[src/sd_pkg.sv]
package sd_pkg;

  // ------------------------------------------------------------
  // timing and sizes
  // ------------------------------------------------------------
  // CLK cycles per SCLK half period
  localparam int CLK_DIV          = 5;
  localparam int BLOCK_BYTES      = 512;
  // 10 bytes give 80 idle clocks, card needs at least 74
  localparam int INIT_BYTES       = 10;
  localparam int R1_POLL_LIMIT    = 8;
  localparam int CMD0_RETRIES     = 16;
  localparam int ACMD41_RETRIES   = 255;
  localparam int TOKEN_POLL_LIMIT = 1024;
  localparam int BUSY_POLL_LIMIT  = 4096;

  // ------------------------------------------------------------
  // bytes and arguments on the wire
  // ------------------------------------------------------------
  localparam logic [7:0]  DATA_TOKEN = 8'hFE;
  localparam logic [7:0]  IDLE_BYTE  = 8'hFF;
  localparam logic [7:0]  CRC_CMD0   = 8'h95;
  localparam logic [7:0]  CRC_CMD8   = 8'h87;
  // 2.7-3.6 V range plus check pattern AA
  localparam logic [31:0] CMD8_ARG   = 32'h0000_01AA;
  // HCS bit set
  localparam logic [31:0] ACMD41_ARG = 32'h4000_0000;

  typedef enum logic [5:0] {
    CMD0   = 6'd0,
    CMD8   = 6'd8,
    CMD17  = 6'd17,
    CMD24  = 6'd24,
    ACMD41 = 6'd41,
    CMD55  = 6'd55
  } sd_cmd_e;

  typedef enum logic {
    LINK_CMD,
    LINK_BYTE
  } link_op_e;

  typedef enum logic [4:0] {
    S_START, S_INIT_IDLE, S_CMD0, S_CMD8, S_CMD8_TAIL, S_CMD55, S_ACMD41,
    S_READY, S_RD_CMD, S_RD_TOKEN, S_RD_DATA, S_RD_OUT, S_RD_CRC,
    S_WR_CMD, S_WR_TOKEN, S_WR_DATA, S_WR_SEND, S_WR_CRC, S_WR_RESP,
    S_WR_BUSY, S_FINISH
  } seq_state_e;

endpackage

[src/sd_card_ctrl.sv]
`timescale 1ns/1ns

module sd_card_ctrl (
  input  logic        CLK,
  input  logic        RST,
  input  logic        req_valid,
  output logic        req_ready,
  input  logic        req_write,
  input  logic [31:0] req_addr,
  input  logic        wr_valid,
  output logic        wr_ready,
  input  logic [7:0]  wr_data,
  output logic        rd_valid,
  input  logic        rd_ready,
  output logic [7:0]  rd_data,
  output logic        done,
  output logic        error,
  output logic        cs,
  output logic        sclk,
  output logic        mosi,
  input  logic        miso
);

  // sequencer to link
  logic             op_valid;
  logic             op_ready;
  sd_pkg::link_op_e op;
  sd_pkg::sd_cmd_e  cmd;
  logic [31:0]      arg;
  logic [7:0]       tx_byte;
  logic             res_valid;
  logic [7:0]       res_byte;
  logic             timeout;

  sd_sequencer u_seq (
    .CLK       (CLK),
    .RST       (RST),
    .req_valid (req_valid),
    .req_ready (req_ready),
    .req_write (req_write),
    .req_addr  (req_addr),
    .wr_valid  (wr_valid),
    .wr_ready  (wr_ready),
    .wr_data   (wr_data),
    .rd_valid  (rd_valid),
    .rd_ready  (rd_ready),
    .rd_data   (rd_data),
    .done      (done),
    .error     (error),
    .cs        (cs),
    .op_valid  (op_valid),
    .op_ready  (op_ready),
    .op        (op),
    .cmd       (cmd),
    .arg       (arg),
    .tx_byte   (tx_byte),
    .res_valid (res_valid),
    .res_byte  (res_byte),
    .timeout   (timeout)
  );

  sd_link u_link (
    .CLK       (CLK),
    .RST       (RST),
    .op_valid  (op_valid),
    .op_ready  (op_ready),
    .op        (op),
    .cmd       (cmd),
    .arg       (arg),
    .tx_byte   (tx_byte),
    .res_valid (res_valid),
    .res_byte  (res_byte),
    .timeout   (timeout),
    .sclk      (sclk),
    .mosi      (mosi),
    .miso      (miso)
  );

endmodule

[src/sd_link.sv]
`timescale 1ns/1ns

module sd_link (
  input  logic             CLK,
  input  logic             RST,
  input  logic             op_valid,
  output logic             op_ready,
  input  sd_pkg::link_op_e op,
  input  sd_pkg::sd_cmd_e  cmd,
  input  logic [31:0]      arg,
  input  logic [7:0]       tx_byte,
  output logic             res_valid,
  output logic [7:0]       res_byte,
  output logic             timeout,
  output logic             sclk,
  output logic             mosi,
  input  logic             miso
);

  logic        tx_valid;
  logic        tx_ready;
  logic [7:0]  tx_data;
  logic        rx_valid;
  logic [7:0]  rx_data;

  logic        active;
  logic        in_flight;
  logic        rx_done;
  logic        is_cmd;
  logic        polling;
  logic [2:0]  byte_idx;
  logic [3:0]  poll_cnt;
  logic [47:0] frame;
  logic [7:0]  crc;

  // byte index 6 means the frame is out and we wait for R1
  assign polling  = (byte_idx == 3'd6);
  assign op_ready = !active;
  assign tx_valid = active && !in_flight;
  assign tx_data  = polling ? sd_pkg::IDLE_BYTE : frame[47:40];

  // only CMD0 and CMD8 are checked by the card in SPI mode
  always_comb begin
    case (cmd)
      sd_pkg::CMD0: crc = sd_pkg::CRC_CMD0;
      sd_pkg::CMD8: crc = sd_pkg::CRC_CMD8;
      default:      crc = 8'hFF;
    endcase
  end

  always_ff @(posedge CLK or posedge RST) begin
    if (RST) begin
      active    <= 1'b0;
      in_flight <= 1'b0;
      rx_done   <= 1'b0;
      is_cmd    <= 1'b0;
      byte_idx  <= '0;
      poll_cnt  <= '0;
      res_valid <= 1'b0;
      timeout   <= 1'b0;
    end else begin
      res_valid <= 1'b0;
      if (op_valid && !active) begin
        active   <= 1'b1;
        is_cmd   <= (op == sd_pkg::LINK_CMD);
        // a raw byte is sent as the last byte of a one-byte frame
        byte_idx <= (op == sd_pkg::LINK_CMD) ? 3'd0 : 3'd5;
        poll_cnt <= '0;
      end else if (tx_valid && tx_ready) begin
        in_flight <= 1'b1;
      end else if (rx_valid) begin
        if (!is_cmd || (polling && !rx_data[7])) begin
          rx_done <= 1'b1;
          timeout <= 1'b0;
        end else if (polling && poll_cnt == 4'(sd_pkg::R1_POLL_LIMIT - 1)) begin
          rx_done <= 1'b1;
          timeout <= 1'b1;
        end else begin
          in_flight <= 1'b0;
          if (polling) begin
            poll_cnt <= poll_cnt + 4'd1;
          end else begin
            byte_idx <= byte_idx + 3'd1;
          end
        end
      end else if (rx_done && tx_ready) begin
        // hold the result until sclk is back low
        rx_done   <= 1'b0;
        in_flight <= 1'b0;
        active    <= 1'b0;
        res_valid <= 1'b1;
      end
    end
  end

  always_ff @(posedge CLK) begin
    if (op_valid && !active) begin
      if (op == sd_pkg::LINK_CMD) begin
        frame <= {2'b01, cmd, arg, crc};
      end else begin
        frame <= {tx_byte, 40'd0};
      end
    end else if (rx_valid && !polling) begin
      frame <= {frame[39:0], 8'hFF};
    end
    if (rx_valid) begin
      res_byte <= rx_data;
    end
  end

  spi_byte_engine u_engine (
    .CLK      (CLK),
    .RST      (RST),
    .tx_valid (tx_valid),
    .tx_ready (tx_ready),
    .tx_data  (tx_data),
    .rx_valid (rx_valid),
    .rx_data  (rx_data),
    .sclk     (sclk),
    .mosi     (mosi),
    .miso     (miso)
  );

endmodule

[src/sd_sequencer.sv]
`timescale 1ns/1ns

module sd_sequencer (
  input  logic             CLK,
  input  logic             RST,
  input  logic             req_valid,
  output logic             req_ready,
  input  logic             req_write,
  input  logic [31:0]      req_addr,
  input  logic             wr_valid,
  output logic             wr_ready,
  input  logic [7:0]       wr_data,
  output logic             rd_valid,
  input  logic             rd_ready,
  output logic [7:0]       rd_data,
  output logic             done,
  output logic             error,
  output logic             cs,
  output logic             op_valid,
  input  logic             op_ready,
  output sd_pkg::link_op_e op,
  output sd_pkg::sd_cmd_e  cmd,
  output logic [31:0]      arg,
  output logic [7:0]       tx_byte,
  input  logic             res_valid,
  input  logic [7:0]       res_byte,
  input  logic             timeout
);

  sd_pkg::seq_state_e state;
  logic [12:0]        cnt;
  logic               issued;
  logic               needs_op;
  logic [31:0]        addr_q;
  logic [7:0]         data_q;

  assign req_ready = (state == sd_pkg::S_READY);
  assign wr_ready  = (state == sd_pkg::S_WR_DATA);
  assign rd_valid  = (state == sd_pkg::S_RD_OUT);
  // states that wait on the host instead of the link
  assign needs_op  = !(state inside {sd_pkg::S_START, sd_pkg::S_READY, sd_pkg::S_RD_OUT,
                                     sd_pkg::S_WR_DATA, sd_pkg::S_FINISH});
  assign op_valid  = needs_op && !issued;

  // ------------------------------------------------------------
  // link operation per state
  // ------------------------------------------------------------
  always_comb begin
    op      = sd_pkg::LINK_BYTE;
    cmd     = sd_pkg::CMD0;
    arg     = '0;
    tx_byte = sd_pkg::IDLE_BYTE;
    case (state)
      sd_pkg::S_CMD0: op = sd_pkg::LINK_CMD;
      sd_pkg::S_CMD8: begin
        op  = sd_pkg::LINK_CMD;
        cmd = sd_pkg::CMD8;
        arg = sd_pkg::CMD8_ARG;
      end
      sd_pkg::S_CMD55: begin
        op  = sd_pkg::LINK_CMD;
        cmd = sd_pkg::CMD55;
      end
      sd_pkg::S_ACMD41: begin
        op  = sd_pkg::LINK_CMD;
        cmd = sd_pkg::ACMD41;
        arg = sd_pkg::ACMD41_ARG;
      end
      sd_pkg::S_RD_CMD: begin
        op  = sd_pkg::LINK_CMD;
        cmd = sd_pkg::CMD17;
        arg = addr_q;
      end
      sd_pkg::S_WR_CMD: begin
        op  = sd_pkg::LINK_CMD;
        cmd = sd_pkg::CMD24;
        arg = addr_q;
      end
      sd_pkg::S_WR_TOKEN: tx_byte = sd_pkg::DATA_TOKEN;
      sd_pkg::S_WR_SEND:  tx_byte = data_q;
      default: ;
    endcase
  end

  // ------------------------------------------------------------
  // main FSM, op states advance on res_valid
  // ------------------------------------------------------------
  always_ff @(posedge CLK or posedge RST) begin
    if (RST) begin
      state  <= sd_pkg::S_START;
      cnt    <= '0;
      issued <= 1'b0;
      cs     <= 1'b1;
      done   <= 1'b0;
      error  <= 1'b0;
    end else begin
      done <= 1'b0;
      if (op_valid && op_ready) issued <= 1'b1;
      if (res_valid) issued <= 1'b0;
      case (state)
        sd_pkg::S_START: begin
          cs    <= 1'b1;
          cnt   <= '0;
          state <= sd_pkg::S_INIT_IDLE;
        end
        sd_pkg::S_INIT_IDLE: if (res_valid) begin
          cnt <= cnt + 13'd1;
          if (cnt == 13'(sd_pkg::INIT_BYTES - 1)) begin
            cnt   <= '0;
            cs    <= 1'b0;
            state <= sd_pkg::S_CMD0;
          end
        end
        sd_pkg::S_CMD0: if (res_valid) begin
          cnt <= cnt + 13'd1;
          if (!timeout && res_byte == 8'h01) begin
            state <= sd_pkg::S_CMD8;
          end else if (cnt == 13'(sd_pkg::CMD0_RETRIES - 1)) begin
            state <= sd_pkg::S_START;
          end
        end
        sd_pkg::S_CMD8: if (res_valid) begin
          cnt   <= '0;
          state <= timeout ? sd_pkg::S_START : sd_pkg::S_CMD8_TAIL;
        end
        sd_pkg::S_CMD8_TAIL: if (res_valid) begin
          // R7 carries 4 bytes after R1
          cnt <= cnt + 13'd1;
          if (cnt == 13'd3) begin
            cnt   <= '0;
            state <= sd_pkg::S_CMD55;
          end
        end
        sd_pkg::S_CMD55: if (res_valid) state <= sd_pkg::S_ACMD41;
        sd_pkg::S_ACMD41: if (res_valid) begin
          cnt   <= cnt + 13'd1;
          state <= sd_pkg::S_CMD55;
          if (!timeout && res_byte == 8'h00) begin
            cs    <= 1'b1;
            state <= sd_pkg::S_READY;
          end else if (cnt == 13'(sd_pkg::ACMD41_RETRIES - 1)) begin
            state <= sd_pkg::S_START;
          end
        end
        sd_pkg::S_READY: if (req_valid) begin
          cnt   <= '0;
          cs    <= 1'b0;
          state <= req_write ? sd_pkg::S_WR_CMD : sd_pkg::S_RD_CMD;
        end
        sd_pkg::S_RD_CMD, sd_pkg::S_WR_CMD: if (res_valid) begin
          if (timeout || res_byte != 8'h00) begin
            cs    <= 1'b1;
            error <= 1'b1;
            state <= sd_pkg::S_FINISH;
          end else begin
            state <= (state == sd_pkg::S_RD_CMD) ? sd_pkg::S_RD_TOKEN : sd_pkg::S_WR_TOKEN;
          end
        end
        sd_pkg::S_RD_TOKEN: if (res_valid) begin
          cnt <= cnt + 13'd1;
          if (res_byte == sd_pkg::DATA_TOKEN) begin
            cnt   <= '0;
            state <= sd_pkg::S_RD_DATA;
          end else if (cnt == 13'(sd_pkg::TOKEN_POLL_LIMIT - 1)) begin
            cs    <= 1'b1;
            error <= 1'b1;
            state <= sd_pkg::S_FINISH;
          end
        end
        sd_pkg::S_RD_DATA: if (res_valid) state <= sd_pkg::S_RD_OUT;
        sd_pkg::S_RD_OUT: if (rd_ready) begin
          cnt   <= cnt + 13'd1;
          state <= sd_pkg::S_RD_DATA;
          if (cnt == 13'(sd_pkg::BLOCK_BYTES - 1)) begin
            cnt   <= '0;
            state <= sd_pkg::S_RD_CRC;
          end
        end
        sd_pkg::S_RD_CRC: if (res_valid) begin
          cnt <= cnt + 13'd1;
          if (cnt == 13'd1) begin
            cs    <= 1'b1;
            error <= 1'b0;
            state <= sd_pkg::S_FINISH;
          end
        end
        sd_pkg::S_WR_TOKEN: if (res_valid) state <= sd_pkg::S_WR_DATA;
        sd_pkg::S_WR_DATA: if (wr_valid) state <= sd_pkg::S_WR_SEND;
        sd_pkg::S_WR_SEND: if (res_valid) begin
          cnt   <= cnt + 13'd1;
          state <= sd_pkg::S_WR_DATA;
          if (cnt == 13'(sd_pkg::BLOCK_BYTES - 1)) begin
            cnt   <= '0;
            state <= sd_pkg::S_WR_CRC;
          end
        end
        sd_pkg::S_WR_CRC: if (res_valid) begin
          cnt <= cnt + 13'd1;
          if (cnt == 13'd1) begin
            cnt   <= '0;
            state <= sd_pkg::S_WR_RESP;
          end
        end
        sd_pkg::S_WR_RESP: if (res_valid) begin
          // xxx0_0101 means data accepted
          if (res_byte[4:0] == 5'h05) begin
            state <= sd_pkg::S_WR_BUSY;
          end else begin
            cs    <= 1'b1;
            error <= 1'b1;
            state <= sd_pkg::S_FINISH;
          end
        end
        sd_pkg::S_WR_BUSY: if (res_valid) begin
          cnt <= cnt + 13'd1;
          if (res_byte == sd_pkg::IDLE_BYTE) begin
            cs    <= 1'b1;
            error <= 1'b0;
            state <= sd_pkg::S_FINISH;
          end else if (cnt == 13'(sd_pkg::BUSY_POLL_LIMIT - 1)) begin
            cs    <= 1'b1;
            error <= 1'b1;
            state <= sd_pkg::S_FINISH;
          end
        end
        sd_pkg::S_FINISH: begin
          done  <= 1'b1;
          state <= sd_pkg::S_READY;
        end
        default: state <= sd_pkg::S_START;
      endcase
    end
  end

  // address, write byte and read byte holding registers
  always_ff @(posedge CLK) begin
    if (req_valid && req_ready) addr_q <= req_addr;
    if (wr_valid && wr_ready) data_q <= wr_data;
    if (state == sd_pkg::S_RD_DATA && res_valid) rd_data <= res_byte;
  end

endmodule

[src/spi_byte_engine.sv]
`timescale 1ns/1ns

module spi_byte_engine (
  input  logic       CLK,
  input  logic       RST,
  input  logic       tx_valid,
  output logic       tx_ready,
  input  logic [7:0] tx_data,
  output logic       rx_valid,
  output logic [7:0] rx_data,
  output logic       sclk,
  output logic       mosi,
  input  logic       miso
);

  logic       busy;
  logic       tick;
  logic [7:0] tick_cnt;
  logic [3:0] edge_cnt;
  logic [7:0] tx_sh;

  assign tick     = busy && (tick_cnt == 8'd0);
  assign tx_ready = !busy;
  // first bit is on the line before the first rising edge (mode 0)
  assign mosi     = tx_sh[7];

  always_ff @(posedge CLK or posedge RST) begin
    if (RST) begin
      busy     <= 1'b0;
      tick_cnt <= '0;
      edge_cnt <= '0;
      sclk     <= 1'b0;
      tx_sh    <= 8'hFF;
      rx_valid <= 1'b0;
    end else begin
      rx_valid <= 1'b0;
      if (tx_valid && !busy) begin
        busy     <= 1'b1;
        tick_cnt <= 8'(sd_pkg::CLK_DIV - 1);
        edge_cnt <= '0;
        tx_sh    <= tx_data;
      end else if (tick) begin
        tick_cnt <= 8'(sd_pkg::CLK_DIV - 1);
        edge_cnt <= edge_cnt + 4'd1;
        sclk     <= !sclk;
        if (sclk) begin
          // falling edge, next bit out, ones fill so mosi ends high
          tx_sh <= {tx_sh[6:0], 1'b1};
          if (edge_cnt == 4'd15) begin
            busy <= 1'b0;
          end
        end else if (edge_cnt == 4'd14) begin
          rx_valid <= 1'b1;
        end
      end else if (busy) begin
        tick_cnt <= tick_cnt - 8'd1;
      end
    end
  end

  // receive shifter, sampled on rising sclk
  always_ff @(posedge CLK) begin
    if (tick && !sclk) begin
      rx_data <= {rx_data[6:0], miso};
    end
  end

endmodule

[config.mk]
export PLATFORM = sky130hd
export DESIGN_NAME = sd_card_ctrl
export DESIGN_NICKNAME = d
export VERILOG_FILES = /design/src/sd_pkg.sv /design/src/sd_card_ctrl.sv /design/src/sd_link.sv /design/src/sd_sequencer.sv /design/src/spi_byte_engine.sv
export SDC_FILE = /design/constraint.sdc
export NUM_CORES = 1
export LEC_CHECK = 0
export BUFFER_PORTS_ARGS = -buffer_cell sky130_fd_sc_hd__clkbuf_2
export CORE_MARGIN = 4
export CORE_UTILIZATION = 60
export CTS_CLUSTER_DIAMETER = 40
export DETAILED_ROUTE_END_ITERATION = 8
export MAX_ROUTING_LAYER = met4
export PLACE_DENSITY_LB_ADDON = 0.1
export RECOVER_POWER = 100
export SLEW_MARGIN = 20
export SYNTH_ARGS = -nofsm -noshare
export SYNTH_HDL_FRONTEND = slang
export SYNTH_SLANG_ARGS = --single-unit
export TNS_END_PERCENT = 100
[constraint.sdc]
create_clock -name CLK -period 3.4 [get_ports CLK]
set_input_delay 0.51 -clock CLK [delete_from_list [all_inputs] [get_ports CLK]]
set_output_delay 0.51 -clock CLK [all_outputs]
set_load 0.005 [all_outputs]
==> reports/metrics.cfg <==
[clocking]
cts_setup_buffers = 0
clock-root-buffer = clkbuf_16
cts_sinks = 166
cts_resized = 0
clk_latency_ns = 0.43
tritoncts = yes
cts.htree.levels = 4
clk_pin_slew_ns = 0.07
holdBufCountCts = 0
cts_buffers = 17
cts_max_path_buffers = 2

[yosys]
synth_top_family_by_area = simple AND/OR/NAND/NOR gates
synth-main-ff-cell = edfxtp_1
synth-simple-area-share = 0.2165
synth_mux_area_frac = 0.01639
netlist_instances = 744
yosysUniqueCellTypes = 67
synth-adder-area-share = 0.01418
syn_nets = 800
synth-xor-area-share = 0.02427
synthArstFlopShare = 0.3494
synth_edf_count = 108
synth_area_per_cell_um2 = 10.67
ys_seq_elements = 166
synth-seq-area-share = 0.5927
ys_warn_count = 0
syn_area_mm2 = 0.007940
synth-compound-area-share = 0.1084

[routing]
drtIter0Drc = 777
ant_nets = 0
viasPerCell = 6.132
wirelength_um = 18850
wire_per_inst_um = 19.06
drc = 0
drtPass1Iterations = 6
vias = 6065

[die]
io_pins = 63
coreArea_mm2 = 0.01277
die_y_um = 123.0
initial_core_util = 0.6216
dieArea_mm2 = 0.01514
die_w_um = 123.0
num_rows = 41

[grt]
grt_overflow = 0
grt_usage = 0.2727
grt_pass1_vias = 6069
grt_max_degree = 35
antenna_found_initial = 0
grt_pass1_wl_um = 30790

[pwr]
power.total_w = 0.003993
switching_share = 0.2052
p_seq_frac = 0.536
power_frac_comb = 0.010
intPower_w = 0.003174
switching_power_w = 0.0008193
pwr_density_cell_mw_per_mm2 = 443.8
power.leakage_nw = 3.438
ir_drop_uv = 423.5
p_clk_frac = 0.454

[layout]
final_cell_mix = nand2_1 (110), edfxtp_1 (108), o21ai_0 (56)
syn_to_final_growth_pct = 13.30
instances_no_fill = 989
num-fill-cells = 950
final_common_cell = nand2_1
fin_nets = 860
diodes = 0
drive_above_1_share = 0.1530

[setup_path]
ff2ff_setup_slack_ns = 0.24
cp.required_ns = 3.73
cp-start-kind = flop
crit_path_end_kind = flop
worstReg2RegStart = u_seq.state[4]$_DFFE_PP0P_
crit_type = flop to flop
arrival_ns = 3.49
cp_max_fo = 13
r2r_cells = 8
endpoint = u_seq.cnt[11]$_DFFE_PP0P_
crit_start = u_seq.state[4]$_DFFE_PP0P_
reg2reg_to = u_seq.cnt[11]$_DFFE_PP0P_

[timing]
finClkSkew_ns = 0.02300
tightest_slew_ns = 1.392
timing.final.ws_setup_ns = 0.2410
fmax_ghz = 0.3166
finalMaxSlewViolations = 0
finalHoldViolations = 0
fin_setup_tns_ns = 0
period_share = 0.9291
grt_setup_unrepaired = false
fin_crit_ns = 3.159
maxSlewHeadroom = 0.07231
finalSetupViolations = 0

[placement]
dp_hpwl_um = 13040
place.gp.congestion = 0.9254
place_inst = 957
dpl_worst_slack_ns = 0.4626
io_buffers = 62

[outcome]
status = complete, no violations

[flow_run]
maxCapViolCount = 0

[worst_hold_path]
hold_path_class = primary input to flop

## logic make-up (layout without fill, tap and decap cells)
logic type               Yosys count  after routing
XOR/XNOR                          22             22
flip-flops                       166            166
AND/OR/NAND/NOR                  337            337
multiplexers                      12             12
adder cells (fa/ha/maj)            9              9
buffers and inverters             57            130
AO/OA/AOI/OAI                    141            141
## metal layers
layer | wire [µm] | up-vias | track usage
met5 | 0 | - | -
met4 | 389 | 0 | 0.08443
met3 | 1090 | 34 | 0.05261
met2 | 9349 | 240 | 0.4438
met1 | 8018 | 2941 | 0.3510
li1 | - | 2850 | -
## cell type report
| type | count | area (µm²) | area share |
|---|---|---|---|
| inverter | 13 | 48.80 | 0.005424 |
| sequential | 166 | 4706 | 0.5231 |
| clock buffer | 18 | 429.2 | 0.04771 |
| clock inverter | 14 | 128.9 | 0.01433 |
| multi-input combinational | 521 | 3023 | 0.3360 |
| tap | 172 | 215.2 | 0.02392 |
| timing repair buffer | 85 | 445.4 | 0.04951 |
## synthesized netlist by cell type (all sizes together), types with 9 or more instances
cell      n  area (µm²)
nand2   111       416.7
edfxtp  108        3243
o21ai    59       295.3
nor2     52       195.2
dfrtp    49        1226
nand3    47       235.2
clkbuf   35       131.4
a21oi    34       173.9
nor3     22       110.1
or3      14       87.58
inv      13       48.80
xnor2    13       113.9
nand4    11       68.82
nor2b    10       62.56
buf       9       38.79
dfstp     9       236.5
ha        9       112.6
or4       9       67.56
xor2      9       78.83
## power by group through the flow
stage	registers, W	logic [W]	clock network, W
6_report	0.00214	0.0000403	0.00181
5_1_grt	0.00214	0.0000466	0.00192
4_1_cts	0.00214	0.0000429	0.00184
3_5_place_dp	0.00218	0.0000427	0
3_3_place_gp	0.00218	0.0000413	0
2_1_floorplan	0.00218	0.0000100	0
## worst min-delay path by stage
stage	to	startpoint	cells past startpoint
after global placement	u_link.res_byte[6]$_DFFE_PP_	u_link.u_engine.rx_data[6]$_DFFE_PP_	0
final	u_seq.addr_q[3]$_DFFE_PP_	req_addr[3]	1
after detailed placement	u_link.res_byte[2]$_DFFE_PP_	u_link.u_engine.rx_data[2]$_DFFE_PP_	0
after floorplan	u_link.res_byte[0]$_DFFE_PP_	u_link.u_engine.rx_data[0]$_DFFE_PP_	0
after CTS	u_seq.cnt[5]$_DFFE_PP0P_	RST	2
after global routing	u_seq.addr_q[4]$_DFFE_PP_	req_addr[4]	1
## per-stage QoR
step                      hold WS (ns)    util  instance area [µm²]
after floorplan                 0.4215       -                 7940
after global placement          0.4307  0.6654                 8499
after detailed placement        0.4437  0.6654                 8499
after CTS                       0.1920  0.7091                 9057
after global routing            0.2406  0.7043                 8996
final                           0.2471  0.7043                 8996
## registers in the layout (all words and copies together) (netlist names), 3 cells and up
name and cells:
u_link.byte_idx 3, u_seq.state 5, u_link.frame 44, u_link.poll_cnt 4, u_seq.data_q 8, u_link.u_engine.tx_sh 8, u_link.res_byte 8, u_link.u_engine.rx_data 8
u_link.u_engine.edge_cnt 4, u_link.u_engine.tick_cnt 8, u_seq.rd_data 8, u_seq.cnt 13, u_seq.addr_q 32
## critical path, stage by stage, from the launching register on
cell      delay [ns]
dfrtp_1         0.63
clkbuf_1        0.37
nand3b_1        0.26
nor3_1          0.07
a21o_1          0.30
or3_1           0.48
clkbuf_1        0.22
or4_1           0.55
a21oi_1         0.17
Note: power is estimated with default switching activity, not from simulation.
